### src/hdl/mapperPkg.sv
`default_nettype none

package mapperPkg;

    // ----------------------------------------
    // widths
    // ----------------------------------------
    localparam int CoordWidth   = 10;
    localparam int KeyWidth     = 16;
    localparam int KeyByteWidth = KeyWidth / 2;
    localparam int IndexWidth   = 4;
    localparam int ColorWidth   = 8;

    // keyboard usage codes, one per byte of the keycode
    localparam logic [KeyByteWidth-1:0] KeyA = 8'd4;
    localparam logic [KeyByteWidth-1:0] KeyD = 8'd7;
    localparam logic [KeyByteWidth-1:0] KeyW = 8'd26;
    localparam logic [KeyByteWidth-1:0] KeyS = 8'd22;

    // ----------------------------------------
    // screen window and map tiling
    // ----------------------------------------
    // window on screen, map shown scaled by two
    localparam int WindowW = 480;
    localparam int WindowH = 320;
    // map tiles are 16x16 map pixels
    localparam int TileShift = 4;

    // ----------------------------------------
    // sprite box and travel limits
    // ----------------------------------------
    // box spans half-1 on the right and below
    localparam logic [CoordWidth-1:0] SpriteHalfW = 10'd7;
    localparam logic [CoordWidth-1:0] SpriteHalfH = 10'd10;
    localparam logic [CoordWidth-1:0] SpriteW     = 2 * SpriteHalfW;
    localparam logic [CoordWidth-1:0] SpriteH     = 2 * SpriteHalfH;

    localparam logic [CoordWidth-1:0] SpriteXCenter = 10'd320;
    localparam logic [CoordWidth-1:0] SpriteYCenter = 10'd240;
    localparam logic [CoordWidth-1:0] SpriteXMin    = 10'd100;
    localparam logic [CoordWidth-1:0] SpriteXMax    = 10'd539;
    localparam logic [CoordWidth-1:0] SpriteYMin    = 10'd100;
    localparam logic [CoordWidth-1:0] SpriteYMax    = 10'd379;

    // fixed palette channels
    localparam logic [ColorWidth-1:0] MapBlue    = 8'd128;
    localparam logic [ColorWidth-1:0] SpriteRed  = 8'd255;
    localparam logic [ColorWidth-1:0] SpriteBlue = 8'd0;

    // ----------------------------------------
    // types
    // ----------------------------------------
    typedef enum logic [1:0] {
        stepNeg,
        stepNone,
        stepPos
    } stepDir;

    typedef struct packed {
        stepDir xStep;
        stepDir yStep;
    } moveCmd;

    typedef struct packed {
        logic [CoordWidth-1:0] x;
        logic [CoordWidth-1:0] y;
    } pixelPos;

    // camera is the map coordinate of the window's top-left corner
    typedef struct packed {
        pixelPos camera;
        pixelPos sprite;
    } viewState;

    // stage one to stage two
    typedef struct packed {
        logic                  visible;
        logic [IndexWidth-1:0] mapIndex;
        logic                  spriteHit;
        logic [IndexWidth-1:0] spriteIndex;
    } fetchWord;

    typedef struct packed {
        logic [ColorWidth-1:0] red;
        logic [ColorWidth-1:0] green;
        logic [ColorWidth-1:0] blue;
    } rgbPixel;

endpackage

`default_nettype wire

### src/hdl/keyDecoder.sv
`default_nettype none

module keyDecoder (
    input  logic [mapperPkg::KeyWidth-1:0] keycode,
    output mapperPkg::moveCmd              move
);

    // one key byte to a step on its own axis
    function automatic mapperPkg::moveCmd keyStep(
        input logic [mapperPkg::KeyByteWidth-1:0] key
    );
        mapperPkg::moveCmd step;
        step.xStep = mapperPkg::stepNone;
        step.yStep = mapperPkg::stepNone;
        case (key)
            mapperPkg::KeyA: step.xStep = mapperPkg::stepNeg;
            mapperPkg::KeyD: step.xStep = mapperPkg::stepPos;
            mapperPkg::KeyW: step.yStep = mapperPkg::stepNeg;
            mapperPkg::KeyS: step.yStep = mapperPkg::stepPos;
            default: ;
        endcase
        return step;
    endfunction

    mapperPkg::moveCmd loStep;
    mapperPkg::moveCmd hiStep;
    logic loHoriz;
    logic loVert;
    logic hiHoriz;
    logic hiVert;

    assign loStep = keyStep(keycode[mapperPkg::KeyByteWidth-1:0]);
    assign hiStep = keyStep(keycode[mapperPkg::KeyWidth-1:mapperPkg::KeyByteWidth]);

    // which axis each byte asks for
    assign loHoriz = (loStep.xStep != mapperPkg::stepNone);
    assign loVert  = (loStep.yStep != mapperPkg::stepNone);
    assign hiHoriz = (hiStep.xStep != mapperPkg::stepNone);
    assign hiVert  = (hiStep.yStep != mapperPkg::stepNone);

    always_comb begin
        move.xStep = mapperPkg::stepNone;
        move.yStep = mapperPkg::stepNone;
        // single key sits in the low byte
        if (keycode[mapperPkg::KeyWidth-1:mapperPkg::KeyByteWidth] == '0) begin
            move = loStep;
        end
        // pair, one axis from each byte, either order
        else if (loHoriz && hiVert) begin
            move.xStep = loStep.xStep;
            move.yStep = hiStep.yStep;
        end
        else if (loVert && hiHoriz) begin
            move.xStep = hiStep.xStep;
            move.yStep = loStep.yStep;
        end
        // same axis twice or unknown byte falls through as no motion
    end

endmodule

`default_nettype wire

### src/hdl/scrollControl.sv
`default_nettype none

module scrollControl #(
    parameter int CameraXMax = 240,
    parameter int CameraYMax = 160
) (
    input  logic                clk,
    input  logic                Reset,
    input  logic                frameStart,
    input  mapperPkg::moveCmd   move,
    output mapperPkg::viewState view
);

    localparam int W = mapperPkg::CoordWidth;

    localparam logic [W-1:0] CamXLimit = W'(CameraXMax);
    localparam logic [W-1:0] CamYLimit = W'(CameraYMax);

    // camera at origin, sprite centred
    localparam mapperPkg::viewState ViewReset = '{
        camera: '{x: '0, y: '0},
        sprite: '{x: mapperPkg::SpriteXCenter, y: mapperPkg::SpriteYCenter}
    };

    // ----------------------------------------
    // per-axis move rule
    // ----------------------------------------
    // camera scrolls only while the sprite rests at centre
    // otherwise the sprite walks, clamped to its limits
    function automatic void stepAxis(
        input  mapperPkg::stepDir step,
        input  logic [W-1:0]      cam,
        input  logic [W-1:0]      spr,
        input  logic [W-1:0]      camMax,
        input  logic [W-1:0]      sprCenter,
        input  logic [W-1:0]      sprMin,
        input  logic [W-1:0]      sprMax,
        output logic [W-1:0]      camNext,
        output logic [W-1:0]      sprNext
    );
        logic atCenter;
        atCenter = (spr == sprCenter);
        camNext  = cam;
        sprNext  = spr;
        case (step)
            mapperPkg::stepNeg: begin
                if (atCenter && (cam != '0)) begin
                    camNext = cam - 1'b1;
                end
                else if (spr > sprMin) begin
                    sprNext = spr - 1'b1;
                end
            end
            mapperPkg::stepPos: begin
                if (atCenter && (cam < camMax)) begin
                    camNext = cam + 1'b1;
                end
                else if (spr < sprMax) begin
                    sprNext = spr + 1'b1;
                end
            end
            // stepNone holds the axis
            default: ;
        endcase
    endfunction

    mapperPkg::viewState viewNext;

    // axes are independent
    always_comb begin
        stepAxis(move.xStep, view.camera.x, view.sprite.x, CamXLimit,
                 mapperPkg::SpriteXCenter, mapperPkg::SpriteXMin, mapperPkg::SpriteXMax,
                 viewNext.camera.x, viewNext.sprite.x);
        stepAxis(move.yStep, view.camera.y, view.sprite.y, CamYLimit,
                 mapperPkg::SpriteYCenter, mapperPkg::SpriteYMin, mapperPkg::SpriteYMax,
                 viewNext.camera.y, viewNext.sprite.y);
    end

    // ----------------------------------------
    // state, one update per frame
    // ----------------------------------------
    always_ff @(posedge clk or posedge Reset) begin
        if (Reset) begin
            view <= ViewReset;
        end
        else if (frameStart) begin
            view <= viewNext;
        end
    end

endmodule

`default_nettype wire

### src/hdl/pixelFetch.sv
`default_nettype none

module pixelFetch #(
    parameter int WindowX0 = 80,
    parameter int WindowY0 = 80
) (
    input  logic                clk,
    input  logic                Reset,
    input  mapperPkg::pixelPos  drawPos,
    input  logic                blank,
    input  mapperPkg::viewState view,
    output mapperPkg::fetchWord fetch
);

    localparam int W  = mapperPkg::CoordWidth;
    localparam int IW = mapperPkg::IndexWidth;
    localparam int TS = mapperPkg::TileShift;

    // window edges in screen pixels, right and bottom exclusive
    localparam logic [W-1:0] WinX0 = W'(WindowX0);
    localparam logic [W-1:0] WinY0 = W'(WindowY0);
    localparam logic [W-1:0] WinX1 = W'(WindowX0 + mapperPkg::WindowW);
    localparam logic [W-1:0] WinY1 = W'(WindowY0 + mapperPkg::WindowH);

    logic                  inWindow;
    logic [W-1:0]          relX;
    logic [W-1:0]          relY;
    logic [W-1:0]          mapX;
    logic [W-1:0]          mapY;
    logic [W-1:0]          dx;
    logic [W-1:0]          dy;
    mapperPkg::fetchWord   fetchNext;

    // ----------------------------------------
    // window test and map coordinate
    // ----------------------------------------
    assign inWindow = (drawPos.x >= WinX0) && (drawPos.x < WinX1) &&
                      (drawPos.y >= WinY0) && (drawPos.y < WinY1);

    assign relX = drawPos.x - WinX0;
    assign relY = drawPos.y - WinY0;

    // two screen pixels per map pixel
    assign mapX = {1'b0, relX[W-1:1]} + view.camera.x;
    assign mapY = {1'b0, relY[W-1:1]} + view.camera.y;

    // ----------------------------------------
    // sprite box, offset to its top-left
    // ----------------------------------------
    // wraps high when left of or above the box
    assign dx = drawPos.x - view.sprite.x + mapperPkg::SpriteHalfW;
    assign dy = drawPos.y - view.sprite.y + mapperPkg::SpriteHalfH;

    always_comb begin
        fetchNext.visible     = blank && inWindow;
        // tile column plus tile row, low bits only
        fetchNext.mapIndex    = mapX[TS +: IW] + mapY[TS +: IW];
        fetchNext.spriteHit   = (dx < mapperPkg::SpriteW) && (dy < mapperPkg::SpriteH);
        // zero here reads as transparent downstream
        fetchNext.spriteIndex = dx[IW-1:0] + dy[IW-1:0];
    end

    // stage one
    always_ff @(posedge clk or posedge Reset) begin
        if (Reset) begin
            fetch <= '0;
        end
        else begin
            fetch <= fetchNext;
        end
    end

endmodule

`default_nettype wire

### src/hdl/pixelComposer.sv
`default_nettype none

module pixelComposer (
    input  logic                clk,
    input  logic                Reset,
    input  mapperPkg::fetchWord fetch,
    output mapperPkg::rgbPixel  pixel
);

    localparam int PadWidth = mapperPkg::ColorWidth - mapperPkg::IndexWidth;

    mapperPkg::rgbPixel mapColor;
    mapperPkg::rgbPixel spriteColor;
    mapperPkg::rgbPixel pixelNext;
    logic               spriteShown;

    // ----------------------------------------
    // palettes
    // ----------------------------------------
    // map ramps red up and green down with the index
    always_comb begin
        mapColor.red   = {fetch.mapIndex, {PadWidth{1'b0}}};
        mapColor.green = {~fetch.mapIndex, {PadWidth{1'b0}}};
        mapColor.blue  = mapperPkg::MapBlue;
    end

    // sprite is red with a green ramp
    always_comb begin
        spriteColor.red   = mapperPkg::SpriteRed;
        spriteColor.green = {fetch.spriteIndex, {PadWidth{1'b0}}};
        spriteColor.blue  = mapperPkg::SpriteBlue;
    end

    // index zero lets the map through
    assign spriteShown = fetch.spriteHit && (fetch.spriteIndex != '0);

    always_comb begin
        if (!fetch.visible) begin
            pixelNext = '0;
        end
        else if (spriteShown) begin
            pixelNext = spriteColor;
        end
        else begin
            pixelNext = mapColor;
        end
    end

    // stage two
    always_ff @(posedge clk or posedge Reset) begin
        if (Reset) begin
            pixel <= '0;
        end
        else begin
            pixel <= pixelNext;
        end
    end

endmodule

`default_nettype wire

### src/hdl/colorMapper.sv
`default_nettype none

module colorMapper #(
    parameter int CameraXMax = 240,
    parameter int CameraYMax = 160,
    parameter int WindowX0   = 80,
    parameter int WindowY0   = 80
) (
    input  logic                             clk,
    input  logic                             Reset,
    input  logic [mapperPkg::CoordWidth-1:0] drawX,
    input  logic [mapperPkg::CoordWidth-1:0] drawY,
    input  logic                             blank,
    input  logic                             frameStart,
    input  logic [mapperPkg::KeyWidth-1:0]   keycode,
    output logic [mapperPkg::ColorWidth-1:0] red,
    output logic [mapperPkg::ColorWidth-1:0] green,
    output logic [mapperPkg::ColorWidth-1:0] blue
);

    mapperPkg::moveCmd   move;
    mapperPkg::viewState view;
    mapperPkg::pixelPos  drawPos;
    mapperPkg::fetchWord fetch;
    mapperPkg::rgbPixel  pixel;

    assign drawPos.x = drawX;
    assign drawPos.y = drawY;

    // ----------------------------------------
    // motion side
    // ----------------------------------------
    keyDecoder u_keyDecoder (
        .keycode (keycode),
        .move    (move)
    );

    scrollControl #(
        .CameraXMax (CameraXMax),
        .CameraYMax (CameraYMax)
    ) u_scrollControl (
        .clk        (clk),
        .Reset      (Reset),
        .frameStart (frameStart),
        .move       (move),
        .view       (view)
    );

    // ----------------------------------------
    // pixel pipeline, two cycles
    // ----------------------------------------
    pixelFetch #(
        .WindowX0 (WindowX0),
        .WindowY0 (WindowY0)
    ) u_pixelFetch (
        .clk     (clk),
        .Reset   (Reset),
        .drawPos (drawPos),
        .blank   (blank),
        .view    (view),
        .fetch   (fetch)
    );

    pixelComposer u_pixelComposer (
        .clk   (clk),
        .Reset (Reset),
        .fetch (fetch),
        .pixel (pixel)
    );

    assign red   = pixel.red;
    assign green = pixel.green;
    assign blue  = pixel.blue;

endmodule

`default_nettype wire

### config.mk
export PLATFORM = sky130hd
export DESIGN_NAME = colorMapper
export DESIGN_NICKNAME = d
export VERILOG_FILES = /design/src/hdl/mapperPkg.sv /design/src/hdl/keyDecoder.sv /design/src/hdl/scrollControl.sv /design/src/hdl/pixelFetch.sv /design/src/hdl/pixelComposer.sv /design/src/hdl/colorMapper.sv
export SDC_FILE = /design/constraint.sdc
export NUM_CORES = 1
export LEC_CHECK = 0
export BUFFER_PORTS_ARGS = -buffer_cell sky130_fd_sc_hd__clkbuf_2
export CAP_MARGIN = 20
export CORE_MARGIN = 10
export CORE_UTILIZATION = 50
export CTS_CLUSTER_SIZE = 12
export DETAILED_ROUTE_END_ITERATION = 8
export GPL_TIMING_DRIVEN = 0
export PLACE_DENSITY = 0.77
export SLEW_MARGIN = 5
export SYNTH_ARGS = -nofsm -noshare
export SYNTH_HDL_FRONTEND = slang
export SYNTH_SLANG_ARGS = --single-unit
### constraint.sdc
create_clock -name clk -period 3.8 [get_ports clk]
set_clock_uncertainty 0.15 [all_clocks]
set_input_delay 0.57 -clock clk [delete_from_list [all_inputs] [get_ports clk]]
set_output_delay 0.57 -clock clk [all_outputs]
set_load 0.02 [all_outputs]
# ---- Word-level counts from Yosys, hierarchy flattened
# Index checks and enable logic that the tools add are counted.
dict set report totals {
  wordCells 119
  input_bits 40
  regBits 74
  output_inout_bits 24
}
dict set report op_classes {
  eq_ne 28
  reduce_logical 24
  mux 25
  bitwise 1
  order_cmp 12
  addsub 18
}
# op n
set ops {}
lappend ops {{10-bit two-way mux} 12}
lappend ops {{10-bit one-hot mux with 2 select lines} 4}
lappend ops {{24-bit two-way mux} 2}
lappend ops {{10-bit by 1-bit adder with 10-bit output (second input constant)} 4}
lappend ops {{10-bit by 1-bit subtractor with 10-bit output (second input constant)} 4}
lappend ops {{8-bit by 3-bit == test with 1-bit output (second input constant)} 4}
lappend ops {{8-bit by 5-bit == test with 1-bit output (second input constant)} 4}
lappend ops {{2-bit by 1-bit inequality test with 1-bit output (second input constant)} 12}
lappend ops {{10-bit by 7-bit >= comparator with 1-bit output (second input constant)} 2}
lappend ops {{10-bit by 7-bit > comparator with 1-bit output (second input constant)} 2}
lappend ops {{10-bit < comparator (second input constant)} 2}
lappend ops {{10-bit by 8-bit < comparator with 1-bit output (second input constant)} 2}
lappend ops {{10-bit by 9-bit < comparator with 1-bit output (second input constant)} 2}
lappend ops {{10-bit nonzero test} 2}
lappend ops {{10-bit subtractor} 2}
lappend ops {{9-bit by 7-bit subtractor with 9-bit output (second input constant)} 2}
lappend ops {{8-bit adder} 2}
lappend ops {{2-bit one-hot mux with 2 select lines} 4}
lappend ops {{1-bit logical AND} 12}
lappend ops {{4-bit two-way mux} 3}
lappend ops {{6-bit AND reduction} 2}
lappend ops {{10-bit by 3-bit adder with 10-bit output (second input constant)} 1}
lappend ops {{10-bit by 4-bit adder with 10-bit output (second input constant)} 1}
lappend ops {{10-bit by 8-bit == test with 1-bit output (second input constant)} 1}
lappend ops {{12 further kinds} 20}

# ---- Depth between registers and ports, before layout
dict set report logic_depth {
  depth_word 10
  mapped_depth 13
  mapped_depth_nobuf 13
}

# ---- Cells and area by module
# Synthesis repeated with hierarchy kept, for this count alone.
dict set report hier_totals {
  cells_unflattened 700
  hier_area_um2 6226.0
}
# mod cells_each seq_area_each_um2 instances area_each_um2
set by_module_without_submodules {}
lappend by_module_without_submodules {scrollControl 355 1008.5 1 3244.4}
lappend by_module_without_submodules {pixelFetch 262 250.2 1 2185.8}
lappend by_module_without_submodules {pixelComposer 55 250.2 1 539.3}
lappend by_module_without_submodules {keyDecoder 28 0.0 1 256.5}

# ---- Worst setup path before layout
# OpenSTA, ideal clock, no wires.
dict set report synth_path {
  path_kind {input port to flip-flop}
  start {in keycode[5] (netlist name)}
  end {reg u_scrollControl.view[19] (netlist name)}
  required_time_ns 3.571
  cell_stages 12
  path_slack_ns 0.018
  n_path_buf 0
  setup_ns 0.079
  t_arrival_ns 3.553
  path_cell_list {or3_1 > or4_1 > a21oi_2 > nor2_1 > ha_1 > o21ai_0 > o21a_1 > o211ai_1 > nand2_1 > or3b_2 > a21oi_1 > xor2_1}
}
dict set report synth_via {
  elab_chain_len 10
  elab_cells_between_ends 22
  cone_classes {11 x eq/ne; 6 x mux; 5 x reduce/logical}
}
# item line_no
set synth_lines {}
lappend synth_lines {{start, declared} colorMapper.sv:15} ;# input logic [mapperPkg::KeyWidth-1:0] keycode,
lappend synth_lines {{8-bit by 5-bit == test with 1-bit output} keyDecoder.sv:15} ;# case (key)
lappend synth_lines {{2-bit one-hot mux with 2 select lines} keyDecoder.sv:15}
lappend synth_lines {{2-bit by 1-bit inequality test with 1-bit output} keyDecoder.sv:37} ;# assign loVert = (loStep.yStep != mapperPkg::stepNone);
lappend synth_lines {{1-bit logical AND} keyDecoder.sv:53} ;# else if (loVert && hiHoriz) begin
lappend synth_lines {{4-bit two-way mux} keyDecoder.sv:53}
lappend synth_lines {{4-bit two-way mux} keyDecoder.sv:49} ;# else if (loHoriz && hiVert) begin
lappend synth_lines {{4-bit two-way mux *} keyDecoder.sv:45} ;# if (keycode[mapperPkg::KeyWidth-1:mapperPkg::KeyByteWidth] == '0) begin
lappend synth_lines {{2-bit == test or 2-bit zero test (tied branches)} scrollControl.sv:45} ;# case (step)
lappend synth_lines {{2-bit inequality test (no line) (tied with other cells)} -}
lappend synth_lines {{6-bit AND reduction (no line)} -}
# Mark *: on every way between the ends. The rest lies on a longest branch, timed or not.
# A chain may end at the register's enable or synchronous reset.

# ---- Worst setup path after layout
dict set report layout_path {
  start {in keycode[5] (netlist name)}
  end {reg u_scrollControl.view[38] (netlist name)}
}
dict set report layout_via {
  elab_chain_len 10
  elab_cells_between_ends 20
  cone_classes {9 x eq/ne; 6 x mux; 5 x reduce/logical}
}
# item line_no
set layout_lines {}
lappend layout_lines {{8-bit by 5-bit == test with 1-bit output} keyDecoder.sv:15}
lappend layout_lines {{2-bit one-hot mux with 2 select lines} keyDecoder.sv:15}
lappend layout_lines {{2-bit by 1-bit inequality test with 1-bit output} keyDecoder.sv:37}
lappend layout_lines {{1-bit logical AND} keyDecoder.sv:53}
lappend layout_lines {{4-bit two-way mux} keyDecoder.sv:53}
lappend layout_lines {{4-bit two-way mux} keyDecoder.sv:49}
lappend layout_lines {{4-bit two-way mux *} keyDecoder.sv:45}
lappend layout_lines {{2-bit == test or 2-bit zero test (tied branches)} scrollControl.sv:45}
lappend layout_lines {{2-bit by 1-bit inequality test with 1-bit output (no line) or 2-bit nonzero test (tied branches)} -}
lappend layout_lines {{4-bit AND reduction (no line)} -}
# Marked as above.

==> results.sh <==
export IMPL_outcome="finished, final reports clean"
export IMPL_tightest_slew_ns=0.700
export IMPL_antennaDiodeCount=0
export IMPL_r2r_setup_slack_ns=0.46
export IMPL_grt_pass1_vias=5046
export IMPL_pre_cts_slack_ns=-0.362
export IMPL_route_detailed_wl_per_inst_um=15.9
export IMPL_fp_dieH_um=129
export IMPL_post_synth_top_area_cell="dfrtp_1"
export IMPL_cts_htree_levels=3
export IMPL_clkTransAtPathRegs_ns=0.05
export IMPL_p_per_area_nw_per_um2=258
export IMPL_critical_path_max_stage_delay_ns=0.53
export IMPL_antenna_found_initial=0
export IMPL_gr_total_overflow=0
export IMPL_combPwrFrac_pct=17.2
export IMPL_fin_crit_ns=3.67
export IMPL_place_gp_congestion=0.870
export IMPL_drv_cap=0
export IMPL_finalSetupViolCount=0
export IMPL_hold_viol=0
export IMPL_criticalPathCategory="in -> reg"
export IMPL_synth_cell_type_count=60
export IMPL_worst_path_max_delay_cell="or4_4"
export IMPL_start_util_pct=51.6
export IMPL_first_pass_iters=4
export IMPL_synth_edf_count=0
export IMPL_syn_avg_cell_area_um2=9.07
export IMPL_crit_chain="clkbuf_2 -> or3_1 -> or4_4 -> a21oi_4 -> nor2_2 -> buf_6 -> fa_1 -> a21o_1 -> a21oi_1 -> o21ai_0 -> o41ai_2 -> xnor2_1 -> mux2_2"
export IMPL_cp_top_family="compound AO/OA/AOI/OAI gates"
export IMPL_fmax_ghz=0.273
export IMPL_synth_area_um2=5940
export IMPL_path_max_fanout=12
export IMPL_place_hpwl_mm=11.1
export IMPL_clkPwrFrac_pct=43.5
export IMPL_root_buffer="clkbuf_16"
export IMPL_r2r_start="u_scrollControl.view[11]"
export IMPL_portBuffers=52
export IMPL_synthCells=655
export IMPL_core_um2=11500
export IMPL_layout_setup_ws_ns=0.134
export IMPL_ys_seq_area_share_pct=25.4
export IMPL_critPathLaunchType="input pin"
export IMPL_routed_via_density=5.70
export IMPL_p_sw_share_pct=26.9
export IMPL_critPathBufInv=2
export IMPL_r2r_end="u_pixelFetch.fetch[4]"
export IMPL_required_ns=3.87
export IMPL_route_detailed_drc=0
export IMPL_whs_ns=0.0978
export IMPL_layoutNonFillerInstCount=879
export IMPL_grt_max_degree=41
export IMPL_synth_seq_cells=60
export IMPL_layout_nets=868
export IMPL_p_leak_nw=3.31
export IMPL_ir_worst_vdd_v=0.000184
export IMPL_die_w_um=129
export IMPL_synth_yosys_warnings=0
export IMPL_clk_latency_ns=0.33
export IMPL_vias=5011
export IMPL_num_rows=39
export IMPL_placed_cells=862
export IMPL_rsz0062_at_grt="no"
export IMPL_clock_path_buffers=2
export IMPL_dieArea_um2=16600
export IMPL_maxSlewHeadroom_pct=52.8
export IMPL_drt_total_wl_mm=13.9
export IMPL_p_int_mw=1.28
export IMPL_synthArstFlopShare_pct=100
export IMPL_postCtsHoldBufs=0
export IMPL_cts_tree="built"
export IMPL_synth_area_top_cells="dfrtp_1 23%, ha_1 19%, xnor2_1 7.4%"
export IMPL_clock_sinks=60
export IMPL_grt_pass1_wl_mm=23.6
export IMPL_hp_class="in -> async"
export IMPL_p_switching_mw=0.471
export IMPL_pin_count=64
export IMPL_arrival_ns=3.73
export IMPL_grt_use_total_pct=17.1
export IMPL_drive_above_1_share_pct=17.3
export IMPL_ff2ff_path_depth=10
export IMPL_seq_power_share_pct=39.2
export IMPL_slew_viol_final=0
export IMPL_period_share_pct=96.5
export IMPL_numCtsBuffers=9
export IMPL_synth_ff_type="dfrtp_1"
export IMPL_drtIter0Drc=315
export IMPL_yosysTopAreaCellShare_pct=22.7
export IMPL_placed_area_um2=6450
export IMPL_crit_path_end_kind="register"
export IMPL_syn2layout_area_growth_pct=13.9
export IMPL_final_area_um2=6770
export IMPL_drtAntennaViolNets=0
[what timing repair did]
item | CTS | global route
setup endpoints to repair | 2 | 4
buffers inserted | 0 | 1
gates resized for setup | 2 | 5
[per-layer routing]
metal	global-route usage, %	part of all wire, %	vias to the layer above
met2	30.3	50	122
met5	0	0	-
met3	3.96	5.0	24
met1	19.8	43	2391
li1	-	-	2474
met4	6.35	2.0	0
[worst reg2reg max path, delay by kind of cell (launching register included)]
family                     cells  cell delay [ns]
AOI/OAI and AO/OA              2             0.41
xor gates and xnor gates       1             0.22
and+or+nand+nor                3             0.94
DFF                            1             0.47
adders and majority gates      3             0.91
buffers and inverters          1             0.12
[layout make-up]
class	count	area, µm²
plain buffers	16	115
clock buffers	14	264
clock inverters	2	10.0
fillers	997	4750
inverters	54	203
multi-input cells	535	4190
flip-flops and latches	60	1510
well taps	143	179
repair buffers	55	299
[synth_stat cells (all sizes together), types with 6 or more instances]
cell type	instances
inv	54
buf	16
nor2b	10
xor2	22
ha	89
nor3	13
a211oi	13
dfstp	6
a21o	17
nand3	7
a31oi	6
o21bai	6
dfrtp	54
fa	8
o21a	7
nand2b	6
nor2	54
nand4	6
nor4	10
mux2i	14
xnor2	50
o21ai	44
mux2	18
a21oi	45
nand2	31
[placed cells by master (no fill, tap or decap), types with 4 or more instances in the layout]
master | Yosys | routed
ha_1 | 89 | 88
dfrtp_1 | 54 | 54
inv_1 | 54 | 53
clkbuf_2 | 0 | 52
nor2_1 | 51 | 50
xnor2_1 | 50 | 50
o21ai_0 | 44 | 44
a21oi_1 | 44 | 43
nand2_1 | 31 | 31
xor2_1 | 22 | 22
a21o_1 | 17 | 17
mux2_2 | 16 | 16
buf_4 | 14 | 15
mux2i_1 | 14 | 14
nor3_1 | 13 | 13
a211oi_1 | 13 | 13
conb_1 | 1 | 11
nor2b_1 | 10 | 10
nor4_1 | 9 | 9
clkbuf_16 | 0 | 9
fa_1 | 8 | 8
nand3_1 | 7 | 7
o21a_1 | 7 | 7
nand4_1 | 6 | 6
a31oi_1 | 6 | 6
nand2b_1 | 6 | 6
dfstp_2 | 6 | 6
nor4b_1 | 5 | 5
o21bai_1 | 5 | 5
and2_1 | 5 | 5
o211ai_1 | 4 | 4
[flip-flops by register name (all words and copies together) (netlist names)]
register	count
u_pixelFetch.fetch	10
u_scrollControl.view	40
u_pixelComposer.pixel	10
[through the flow]
step	TNS, ns	utilization, %	total power [mW]
global route	0	58.8	1.82
CTS	0	58.5	1.76
detailed placement	-1.38	56.0	0.995
finish	0	58.8	1.75
floorplan	0	-	0.904
global placement	-1.36	55.7	0.980
[cell families (layout without fill, tap and decap cells)]
logic type	count (synthesis)	after routing	synth area share, %
AND/OR/NAND/NOR	165	165	14.8
AO/OA/AOI/OAI	158	158	16.5
adder cells (fa/ha/maj)	97	97	21.4
XOR/XNOR	72	72	10.6
buffers and inverters	70	141	5.35
flip-flops	60	60	25.4
multiplexers	32	32	5.89
other	1	11	0.0631
[worst max-delay path by stage]
stage | start | end | depth (start not counted)
global placement | keycode[5] | u_scrollControl.view[38] | 12
finish | keycode[5] | u_scrollControl.view[38] | 13
global route | keycode[5] | u_scrollControl.view[19] | 14
floorplan | keycode[5] | u_scrollControl.view[19] | 12
detailed placement | keycode[5] | u_scrollControl.view[38] | 13
CTS | keycode[5] | u_scrollControl.view[19] | 14
[power groups by stage]
stage	logic [mW]	clock network, mW	registers, mW
floorplan	0.205	0	0.699
CTS	0.301	0.768	0.687
detailed placement	0.298	0	0.697
finish	0.301	0.761	0.686
global placement	0.284	0	0.696
global route	0.337	0.796	0.691
(Power assumes the default switching activity.)
